`config.mk`:
```
export PLATFORM = sky130hd
export DESIGN_NAME = lce_tracer_top
export DESIGN_NICKNAME = d
export VERILOG_FILES = /design/src/logic/lce_msg_pkg.sv /design/src/logic/lce_trace_pkg.sv /design/src/logic/lce_beat_tracker.sv /design/src/logic/lce_req_latency.sv /design/src/logic/lce_trace_recorder.sv /design/src/logic/lce_tracer_top.sv
export SDC_FILE = /design/constraint.sdc
export NUM_CORES = 1
export LEC_CHECK = 0
export ABC_AREA = 1
export BUFFER_PORTS_ARGS = -buffer_cell sky130_fd_sc_hd__buf_2
export CORE_AREA = 4 4 419 421
export CTS_CLUSTER_DIAMETER = 40
export DETAILED_ROUTE_END_ITERATION = 16
export DIE_AREA = 0 0 423 425
export PLACE_DENSITY = 0.31
export REMOVE_ABC_BUFFERS = 1
export SYNTH_ARGS = -nofsm -noshare
export SYNTH_HDL_FRONTEND = slang
export SYNTH_SLANG_ARGS = --single-unit
```
`constraint.sdc`:
```
create_clock -name clk_i -period 5.41 [get_ports clk_i]
set_clock_uncertainty 0.2 [all_clocks]
set_input_delay 1.082 -clock clk_i [delete_from_list [all_inputs] [get_ports clk_i]]
set_output_delay 1.082 -clock clk_i [all_outputs]
set_load 0.01 [all_outputs]
```
`src/logic/lce_msg_pkg.sv`:
```
/* Coherence message definitions for one LCE. Data beats are 64 bits wide.
   Message type codes are only meaningful together with their channel. */
`default_nettype none

package lce_msg_pkg;

  typedef logic [31:0] paddr_t;
  typedef logic [1:0]  lce_id_t;
  typedef logic [2:0]  way_t;

  // Log2 of the message size in bytes, 0 to 6 covers 1 to 64 bytes.
  typedef logic [2:0]  msg_size_t;

  localparam int fill_width = 64;
  typedef logic [fill_width-1:0] fill_data_t;

  // Log2 of the bytes in one fill beat.
  localparam msg_size_t fill_size_lg = 3'd3;

  typedef logic [2:0] msg_type_t;

  // Request channel.
  localparam msg_type_t req_rd_miss = 3'd0;
  localparam msg_type_t req_wr_miss = 3'd1;
  localparam msg_type_t req_uc_rd   = 3'd2;
  localparam msg_type_t req_uc_wr   = 3'd3;

  // Command channel.
  localparam msg_type_t cmd_inv       = 3'd0;
  localparam msg_type_t cmd_set_state = 3'd1;
  localparam msg_type_t cmd_data      = 3'd2;
  localparam msg_type_t cmd_uc_data   = 3'd3;
  localparam msg_type_t cmd_wb        = 3'd4;

  // Fill channel.
  localparam msg_type_t fill_data    = 3'd0;
  localparam msg_type_t fill_uc_data = 3'd1;

  // Response channel.
  localparam msg_type_t resp_inv_ack = 3'd0;
  localparam msg_type_t resp_coh_ack = 3'd1;
  localparam msg_type_t resp_wb      = 3'd2;
  localparam msg_type_t resp_null_wb = 3'd3;

  typedef struct packed {
    msg_type_t msg_type;
    paddr_t    addr;
    msg_size_t size;
    lce_id_t   src_id;
    lce_id_t   dst_id;
    way_t      way_id;
  } msg_header_s;

  // One bit per message type, set where the type carries data beats.
  localparam logic [7:0] req_data_mask  = 8'd1 << req_uc_wr;
  localparam logic [7:0] cmd_data_mask  = (8'd1 << cmd_data) | (8'd1 << cmd_uc_data);
  localparam logic [7:0] fill_data_mask = (8'd1 << fill_data) | (8'd1 << fill_uc_data);
  localparam logic [7:0] resp_data_mask = 8'd1 << resp_wb;

endpackage

`default_nettype wire

```
`src/logic/lce_trace_pkg.sv`:
```
/* Trace record formats. Record fields are only meaningful while their
   valid bit is set. Depends on lce_msg_pkg. */
`default_nettype none

package lce_trace_pkg;

  typedef enum logic [1:0] {
    lce_chan_req  = 2'd0,
    lce_chan_cmd  = 2'd1,
    lce_chan_fill = 2'd2,
    lce_chan_resp = 2'd3
  } lce_chan_e;

  typedef logic [31:0] stamp_t;
  typedef logic [15:0] lat_t;

  typedef struct packed {
    logic                     hdr_v;
    logic                     data_v;
    logic                     first_beat;
    stamp_t                   stamp;
    lce_msg_pkg::msg_header_s header;
    lce_msg_pkg::fill_data_t  data;
  } chan_rec_s;

  typedef struct packed {
    logic                 v;
    stamp_t               stamp;
    lce_msg_pkg::lce_id_t src;
    lat_t                 latency;
  } lat_rec_s;

endpackage

`default_nettype wire

```
`src/logic/lce_beat_tracker.sv`:
```
/* Header must stay constant over all beats of a message. Message lengths
   above max_beats_p are clamped to max_beats_p beats. */
`timescale 1ns/100ps
`default_nettype none

module lce_beat_tracker #(
  parameter lce_trace_pkg::lce_chan_e chan_p      = lce_trace_pkg::lce_chan_req,
  parameter int                       max_beats_p = 8
) (
  input  wire                      clk_i,
  input  wire                      rst_i,
  input  wire                      v_i,
  input  wire                      accept_i,
  input  lce_msg_pkg::msg_header_s header_i,
  output logic                     ack_o,
  output logic                     first_o,
  output logic                     has_data_o
);

  localparam int cnt_width_lp = $clog2(max_beats_p + 1);

  localparam logic [7:0] data_mask_lp =
    (chan_p == lce_trace_pkg::lce_chan_req)  ? lce_msg_pkg::req_data_mask  :
    (chan_p == lce_trace_pkg::lce_chan_cmd)  ? lce_msg_pkg::cmd_data_mask  :
    (chan_p == lce_trace_pkg::lce_chan_fill) ? lce_msg_pkg::fill_data_mask :
                                               lce_msg_pkg::resp_data_mask;

  // Beats still to come in the current message, zero between messages.
  logic [cnt_width_lp-1:0] cnt_r;
  logic [cnt_width_lp-1:0] beats_after_first;
  int                      msg_beats;

  assign ack_o      = v_i & accept_i;
  assign has_data_o = data_mask_lp[header_i.msg_type];
  assign first_o    = ack_o & (cnt_r == '0);

  always_comb
  begin
    msg_beats = 1;
    if (has_data_o && (header_i.size > lce_msg_pkg::fill_size_lg))
    begin
      msg_beats = 1 << (header_i.size - lce_msg_pkg::fill_size_lg);
    end
    if (msg_beats > max_beats_p)
    begin
      msg_beats = max_beats_p;
    end
    beats_after_first = cnt_width_lp'(msg_beats - 1);
  end

  always_ff @(posedge clk_i)
  begin
    if (rst_i)
    begin
      cnt_r <= '0;
    end
    else if (ack_o)
    begin
      if (cnt_r == '0)
      begin
        cnt_r <= beats_after_first;
      end
      else
      begin
        cnt_r <= cnt_r - 1'b1;
      end
    end
  end

endmodule

`default_nettype wire

```
`src/logic/lce_req_latency.sv`:
```
/* A fini without a preceding init reports the count since reset.
   The count saturates at the maximum of lat_t. */
`timescale 1ns/100ps
`default_nettype none

module lce_req_latency (
  input  wire                     clk_i,
  input  wire                     rst_i,
  input  wire                     en_i,
  input  wire                     init_i,
  input  wire                     fini_i,
  input  lce_trace_pkg::stamp_t   stamp_i,
  input  lce_msg_pkg::lce_id_t    lce_id_i,
  output lce_trace_pkg::lat_rec_s lat_rec_o
);

  lce_trace_pkg::lat_t     lat_r;
  lce_trace_pkg::lat_rec_s rec_r;

  // Init wins over fini, and restarts the count from zero.
  always_ff @(posedge clk_i)
  begin
    if (rst_i || init_i)
    begin
      lat_r <= '0;
    end
    else if (lat_r != '1)
    begin
      lat_r <= lat_r + 1'b1;
    end
  end

  always_ff @(posedge clk_i)
  begin
    if (rst_i)
    begin
      rec_r.v <= 1'b0;
    end
    else
    begin
      rec_r.v <= en_i & fini_i;
    end
    if (fini_i)
    begin
      rec_r.stamp   <= stamp_i;
      rec_r.src     <= lce_id_i;
      rec_r.latency <= lat_r;
    end
  end

  assign lat_rec_o = rec_r;

endmodule

`default_nettype wire

```
`src/logic/lce_trace_recorder.sv`:
```
/* Records appear one cycle after the accepting beat, stamped with that cycle.
   Payload fields hold the last accepted beat and are stale while not valid. */
`timescale 1ns/100ps
`default_nettype none

module lce_trace_recorder (
  input  wire                       clk_i,
  input  wire                       rst_i,
  input  wire                       en_i,
  input  wire                       req_ack_i,
  input  wire                       req_first_i,
  input  wire                       req_has_data_i,
  input  lce_msg_pkg::msg_header_s  req_header_i,
  input  lce_msg_pkg::fill_data_t   req_data_i,
  input  wire                       cmd_ack_i,
  input  wire                       cmd_first_i,
  input  wire                       cmd_has_data_i,
  input  lce_msg_pkg::msg_header_s  cmd_header_i,
  input  lce_msg_pkg::fill_data_t   cmd_data_i,
  input  wire                       fill_ack_i,
  input  wire                       fill_first_i,
  input  wire                       fill_has_data_i,
  input  lce_msg_pkg::msg_header_s  fill_header_i,
  input  lce_msg_pkg::fill_data_t   fill_data_i,
  input  wire                       resp_ack_i,
  input  wire                       resp_first_i,
  input  wire                       resp_has_data_i,
  input  lce_msg_pkg::msg_header_s  resp_header_i,
  input  lce_msg_pkg::fill_data_t   resp_data_i,
  output lce_trace_pkg::stamp_t     stamp_o,
  output lce_trace_pkg::chan_rec_s  req_rec_o,
  output lce_trace_pkg::chan_rec_s  cmd_rec_o,
  output lce_trace_pkg::chan_rec_s  fill_rec_o,
  output lce_trace_pkg::chan_rec_s  resp_rec_o
);

  lce_trace_pkg::stamp_t stamp_r;

  // Channel arrays are indexed by lce_chan_e.
  logic [3:0]               ack;
  logic [3:0]               first;
  logic [3:0]               has_data;
  lce_msg_pkg::msg_header_s header [4];
  lce_msg_pkg::fill_data_t  data [4];
  lce_trace_pkg::chan_rec_s rec_r [4];

  // Free running, independent of en_i.
  always_ff @(posedge clk_i)
  begin
    if (rst_i)
    begin
      stamp_r <= '0;
    end
    else
    begin
      stamp_r <= stamp_r + 1'b1;
    end
  end

  assign stamp_o = stamp_r;

  assign ack      = {resp_ack_i, fill_ack_i, cmd_ack_i, req_ack_i};
  assign first    = {resp_first_i, fill_first_i, cmd_first_i, req_first_i};
  assign has_data = {resp_has_data_i, fill_has_data_i, cmd_has_data_i, req_has_data_i};

  assign header[0] = req_header_i;
  assign header[1] = cmd_header_i;
  assign header[2] = fill_header_i;
  assign header[3] = resp_header_i;
  assign data[0]   = req_data_i;
  assign data[1]   = cmd_data_i;
  assign data[2]   = fill_data_i;
  assign data[3]   = resp_data_i;

  for (genvar i = 0; i < 4; i++)
  begin : g_chan
    always_ff @(posedge clk_i)
    begin
      if (rst_i)
      begin
        rec_r[i].hdr_v  <= 1'b0;
        rec_r[i].data_v <= 1'b0;
      end
      else
      begin
        rec_r[i].hdr_v  <= en_i & ack[i] & first[i];
        rec_r[i].data_v <= en_i & ack[i] & has_data[i];
      end
      if (ack[i])
      begin
        rec_r[i].first_beat <= first[i];
        rec_r[i].stamp      <= stamp_r;
        rec_r[i].header     <= header[i];
        rec_r[i].data       <= data[i];
      end
    end
  end

  assign req_rec_o  = rec_r[lce_trace_pkg::lce_chan_req];
  assign cmd_rec_o  = rec_r[lce_trace_pkg::lce_chan_cmd];
  assign fill_rec_o = rec_r[lce_trace_pkg::lce_chan_fill];
  assign resp_rec_o = rec_r[lce_trace_pkg::lce_chan_resp];

endmodule

`default_nettype wire

```
`src/logic/lce_tracer_top.sv`:
```
/* Observes the four channels without back-pressure. The command accept is the
   consumer's yumi, the other channels use ready. */
`timescale 1ns/100ps
`default_nettype none

module lce_tracer_top #(
  parameter int max_beats_p = 8
) (
  input  wire                       clk_i,
  input  wire                       rst_i,
  input  wire                       en_i,
  input  lce_msg_pkg::lce_id_t      lce_id_i,
  input  wire                       req_v_i,
  input  wire                       req_ready_i,
  input  lce_msg_pkg::msg_header_s  req_header_i,
  input  lce_msg_pkg::fill_data_t   req_data_i,
  input  wire                       cmd_v_i,
  input  wire                       cmd_yumi_i,
  input  lce_msg_pkg::msg_header_s  cmd_header_i,
  input  lce_msg_pkg::fill_data_t   cmd_data_i,
  input  wire                       fill_v_i,
  input  wire                       fill_ready_i,
  input  lce_msg_pkg::msg_header_s  fill_header_i,
  input  lce_msg_pkg::fill_data_t   fill_data_i,
  input  wire                       resp_v_i,
  input  wire                       resp_ready_i,
  input  lce_msg_pkg::msg_header_s  resp_header_i,
  input  lce_msg_pkg::fill_data_t   resp_data_i,
  input  wire                       cache_req_init_i,
  input  wire                       cache_req_fini_i,
  output lce_trace_pkg::chan_rec_s  req_rec_o,
  output lce_trace_pkg::chan_rec_s  cmd_rec_o,
  output lce_trace_pkg::chan_rec_s  fill_rec_o,
  output lce_trace_pkg::chan_rec_s  resp_rec_o,
  output lce_trace_pkg::lat_rec_s   lat_rec_o
);

  logic                  req_ack, req_first, req_has_data;
  logic                  cmd_ack, cmd_first, cmd_has_data;
  logic                  fill_ack, fill_first, fill_has_data;
  logic                  resp_ack, resp_first, resp_has_data;
  lce_trace_pkg::stamp_t stamp;

  lce_beat_tracker #(
    .chan_p      (lce_trace_pkg::lce_chan_req),
    .max_beats_p (max_beats_p)
  ) req_tracker_inst (
    .clk_i      (clk_i),
    .rst_i      (rst_i),
    .v_i        (req_v_i),
    .accept_i   (req_ready_i),
    .header_i   (req_header_i),
    .ack_o      (req_ack),
    .first_o    (req_first),
    .has_data_o (req_has_data)
  );

  lce_beat_tracker #(
    .chan_p      (lce_trace_pkg::lce_chan_cmd),
    .max_beats_p (max_beats_p)
  ) cmd_tracker_inst (
    .clk_i      (clk_i),
    .rst_i      (rst_i),
    .v_i        (cmd_v_i),
    .accept_i   (cmd_yumi_i),
    .header_i   (cmd_header_i),
    .ack_o      (cmd_ack),
    .first_o    (cmd_first),
    .has_data_o (cmd_has_data)
  );

  lce_beat_tracker #(
    .chan_p      (lce_trace_pkg::lce_chan_fill),
    .max_beats_p (max_beats_p)
  ) fill_tracker_inst (
    .clk_i      (clk_i),
    .rst_i      (rst_i),
    .v_i        (fill_v_i),
    .accept_i   (fill_ready_i),
    .header_i   (fill_header_i),
    .ack_o      (fill_ack),
    .first_o    (fill_first),
    .has_data_o (fill_has_data)
  );

  lce_beat_tracker #(
    .chan_p      (lce_trace_pkg::lce_chan_resp),
    .max_beats_p (max_beats_p)
  ) resp_tracker_inst (
    .clk_i      (clk_i),
    .rst_i      (rst_i),
    .v_i        (resp_v_i),
    .accept_i   (resp_ready_i),
    .header_i   (resp_header_i),
    .ack_o      (resp_ack),
    .first_o    (resp_first),
    .has_data_o (resp_has_data)
  );

  lce_req_latency lce_req_latency_inst (
    .clk_i     (clk_i),
    .rst_i     (rst_i),
    .en_i      (en_i),
    .init_i    (cache_req_init_i),
    .fini_i    (cache_req_fini_i),
    .stamp_i   (stamp),
    .lce_id_i  (lce_id_i),
    .lat_rec_o (lat_rec_o)
  );

  lce_trace_recorder lce_trace_recorder_inst (
    .clk_i           (clk_i),
    .rst_i           (rst_i),
    .en_i            (en_i),
    .req_ack_i       (req_ack),
    .req_first_i     (req_first),
    .req_has_data_i  (req_has_data),
    .req_header_i    (req_header_i),
    .req_data_i      (req_data_i),
    .cmd_ack_i       (cmd_ack),
    .cmd_first_i     (cmd_first),
    .cmd_has_data_i  (cmd_has_data),
    .cmd_header_i    (cmd_header_i),
    .cmd_data_i      (cmd_data_i),
    .fill_ack_i      (fill_ack),
    .fill_first_i    (fill_first),
    .fill_has_data_i (fill_has_data),
    .fill_header_i   (fill_header_i),
    .fill_data_i     (fill_data_i),
    .resp_ack_i      (resp_ack),
    .resp_first_i    (resp_first),
    .resp_has_data_i (resp_has_data),
    .resp_header_i   (resp_header_i),
    .resp_data_i     (resp_data_i),
    .stamp_o         (stamp),
    .req_rec_o       (req_rec_o),
    .cmd_rec_o       (cmd_rec_o),
    .fill_rec_o      (fill_rec_o),
    .resp_rec_o      (resp_rec_o)
  );

endmodule

`default_nettype wire

```
==> flow_summary.toml <==
[hold_path]
hold_depth = 1
worstHoldPathType = "in2reg"

[run_status]
status = "complete, no violations"

[synthesis]
synth_warnings = 0
ys_ff_latch = 691
synth_ff_type = "edfxtp_1"
synth_edf_count = 618
synth_cell_type_count = 38
seq_area_frac_synth_pct = 88.0
synthCells = 1248
syn-mean-instance-area_um2 = 18.2
synthArstFlopShare_pct = 0
syn_area_um2 = 22700

[floorplanning]
die_area_um2 = 180000
die_h_um = 425
die_w_um = 423
num_rows = 152
core_area_um2 = 171000
io_pins = 1078
start_util_pct = 13.3

[setup_path]
crit_chain = "buf_2"
slowest_delay_ns = 0.54
startpoint_type = "flip-flop"
critPathCaptureType = "output pin"
worst-path-buf-inv = 1
reg2reg_depth = 7
cp.depth = 1
cp_data_required_time_ns = 4.13
cp.arrival_ns = 1.50
crit_family = "flip-flops"
crit_fanout = 1
critical_path.slowest_cell = "edfxtp_1"
criticalPathCategory = "reg2out"

[detailed_routing]
ant_nets = 0
wirelength_um = 101000
drt_iter0_drc = 780
drc = 0
wl_per_cell_um = 20.6
vias = 15552
via_per_inst = 3.16
drtPass1Iterations = 4

[pwr]
pwr-share-comb_pct = 5.4
power.share.clock_pct = 55.8
p_leak_nw = 14.4
pwr-share-seq_pct = 38.7
peakVddDrop_v = 0.000302
switching_share_pct = 23.7
power_mw = 16.1
power.internal_mw = 12.3
p_per_area_nw_per_um2 = 445
switching_power_mw = 3.81

[final_layout]
fin_nets = 2944
synthToLayoutAreaGrowth_pct = 58.9
multi_input_area_um2 = 2390
final_core_util_pct = 21.1
ff_latch_area_um2 = 20000
drive_above_1_share_pct = 52.6
n_fill_cell = 18496

[cts]
cts_tree = "done"
cts-root-buf = "clkbuf_16"
path_clk_slew_ns = 0.06
clock_latency_ns = 0.74
postCtsSetupBuffers = 0
clockBufferDepth = 3
h-tree-depth = 4
clock-sinks = 691
cts-resized-gates = 0
cts_hold_buf = 0
cts_made_buffers = 147

[global_route]
use_met2_pct = 19.4
grt_max_degree = 95
grt_pass1_vias = 16110
grtUsageMet3_pct = 3.87
grt-busiest-layer = "met2"
grt_overflow = 0
antenna_found_initial = 20
grt_usage_pct = 10.7
grt_pass1_wl_um = 133000
use_met1_pct = 11.3

[job]
maxCapViolCount = 0

[sta]
setup_viol = 0
setup_slack_ns = 2.63
final_hold_viol_count = 0
tightest_slew_ns = 0.961
rsz0062_at_grt = "no"
finalCritPeriodShare_pct = 51.4
max_freq_mhz = 359
finalMaxSlewViolations = 0
min_period_ns = 2.78
tns_ns = 0
maxSlewHeadroom_pct = 35.9

[placed_design]
place_ws_ns = 2.13
io_buffers = 1077
place_congestion = 0.807
hpwl_um = 77900
==> cell usage in the layout (no fill, tap or decap), types with 18 or more instances in the layout <==
master     Yosys  routed
a21oi_1       49      49
buf_2          2    1076
clkbuf_1       2      21
clkbuf_16      0     147
clkinv_1       2      18
dfxtp_1       73      73
edfxtp_1     618     618
inv_1         72      69
inv_6          0      22
nand2_1      152     152
nand3_1       29      29
nor2_1        95      95
nor3_1        27      27
o21ai_0       24      24
==> layout make-up <==
cell class | count | share of cell area, %
sequential | 691 | 55.4
timing repair buffer | 1088 | 15.3
clock buffer | 175 | 10.7
tap | 2310 | 8.00
multi-input combinational | 471 | 6.62
clock inverter | 97 | 3.10
inverter | 80 | 0.893
antenna | 6 | 0.0415
==> per-stage QoR <==
stage / instances / instance area (um2) / hold slack [ns]
detailed placement: 4640 / 31100 / 0.307
global placement: 4640 / 31100 / 0.298
CTS: 4912 / 36100 / 0.178
global route: 4915 / 36100 / 0.185
floorplan: 1242 / 22700 / 0.251
finish: 4918 / 36100 / 0.283
==> power by group through the flow <==
stage / combinational, mW / clock, mW / sequential, mW
2_1_floorplan: 0.137 / 0 / 6.47
3_3_place_gp: 0.915 / 0 / 6.33
3_5_place_dp: 0.912 / 0 / 6.33
4_1_cts: 0.914 / 9.31 / 6.23
5_1_grt: 0.950 / 9.58 / 6.25
6_report: 0.875 / 8.98 / 6.23
==> synthesized netlist by cell type, types with 4 or more instances <==
cell type	number	area [um2]
nor2_4	9	101
nand4_1	5	31.3
xor2_1	7	61.3
inv_2	6	22.5
nand3b_1	11	82.6
ha_1	14	175
nor2_2	9	56.3
nand3_1	29	145
dfxtp_1	73	1460
nor3_1	27	135
o21ai_0	24	120
a31oi_1	4	25.0
edfxtp_1	618	18600
nand2_2	8	50.1
inv_1	72	270
o21a_1	5	37.5
nand2_1	152	571
nor2_1	95	357
nand3_2	4	40.0
a21oi_1	49	245
==> final timing paths <==
| check | startpoint | to | slack (ns) |
|---|---|---|---|
| worst max-delay path | lce_trace_recorder_inst.rec_r[3][132]$_DFFE_PP_ | resp_rec_o[132] | 2.63 |
| worst max register to register | lce_trace_recorder_inst.stamp_o[14]$_SDFF_PP0_ | lce_trace_recorder_inst.stamp_o[30]$_SDFF_PP0_ | 3.39 |
| worst min-delay path | fill_header_i[1] | lce_trace_recorder_inst.rec_r[2][65]$_DFFE_PP_ | 0.28 |
| worst min register to register | lce_req_latency_inst.lat_r[1]$_SDFFE_PP0P_ | lce_req_latency_inst.lat_rec_o[1]$_DFFE_PP_ | 0.31 |
==> state kept, by name, summed over array words and instances, names as in the netlist <==
name                             cells
lce_trace_recorder_inst.rec_r      576
lce_req_latency_inst.lat_rec_o      51
lce_trace_recorder_inst.stamp_o     32
lce_req_latency_inst.lat_r          16
cmd_tracker_inst.cnt_r               4
fill_tracker_inst.cnt_r              4
req_tracker_inst.cnt_r               4
resp_tracker_inst.cnt_r              4
==> routing by layer <==
| layer | vias up | part of all wire, % |
|---|---|---|
| li1 | 7138 | - |
| met1 | 7634 | 37 |
| met2 | 600 | 53 |
| met3 | 176 | 6.9 |
| met4 | 4 | 3.6 |
| met5 | - | 0.027 |
==> cell families (layout without fill, tap and decap cells) <==
logic type / count (synthesis) / in the layout / share of synthesized area, %
buffers and inverters: 86 / 1440 / 1.46
adder cells (fa/ha/maj): 14 / 14 / 0.770
XOR/XNOR: 9 / 9 / 0.347
AO/OA/AOI/OAI: 86 / 86 / 2.04
flip-flops: 691 / 691 / 88.0
other: 0 / 6 / 0
AND/OR/NAND/NOR: 362 / 362 / 7.36
Note: power is estimated with default switching activity, not from simulation.
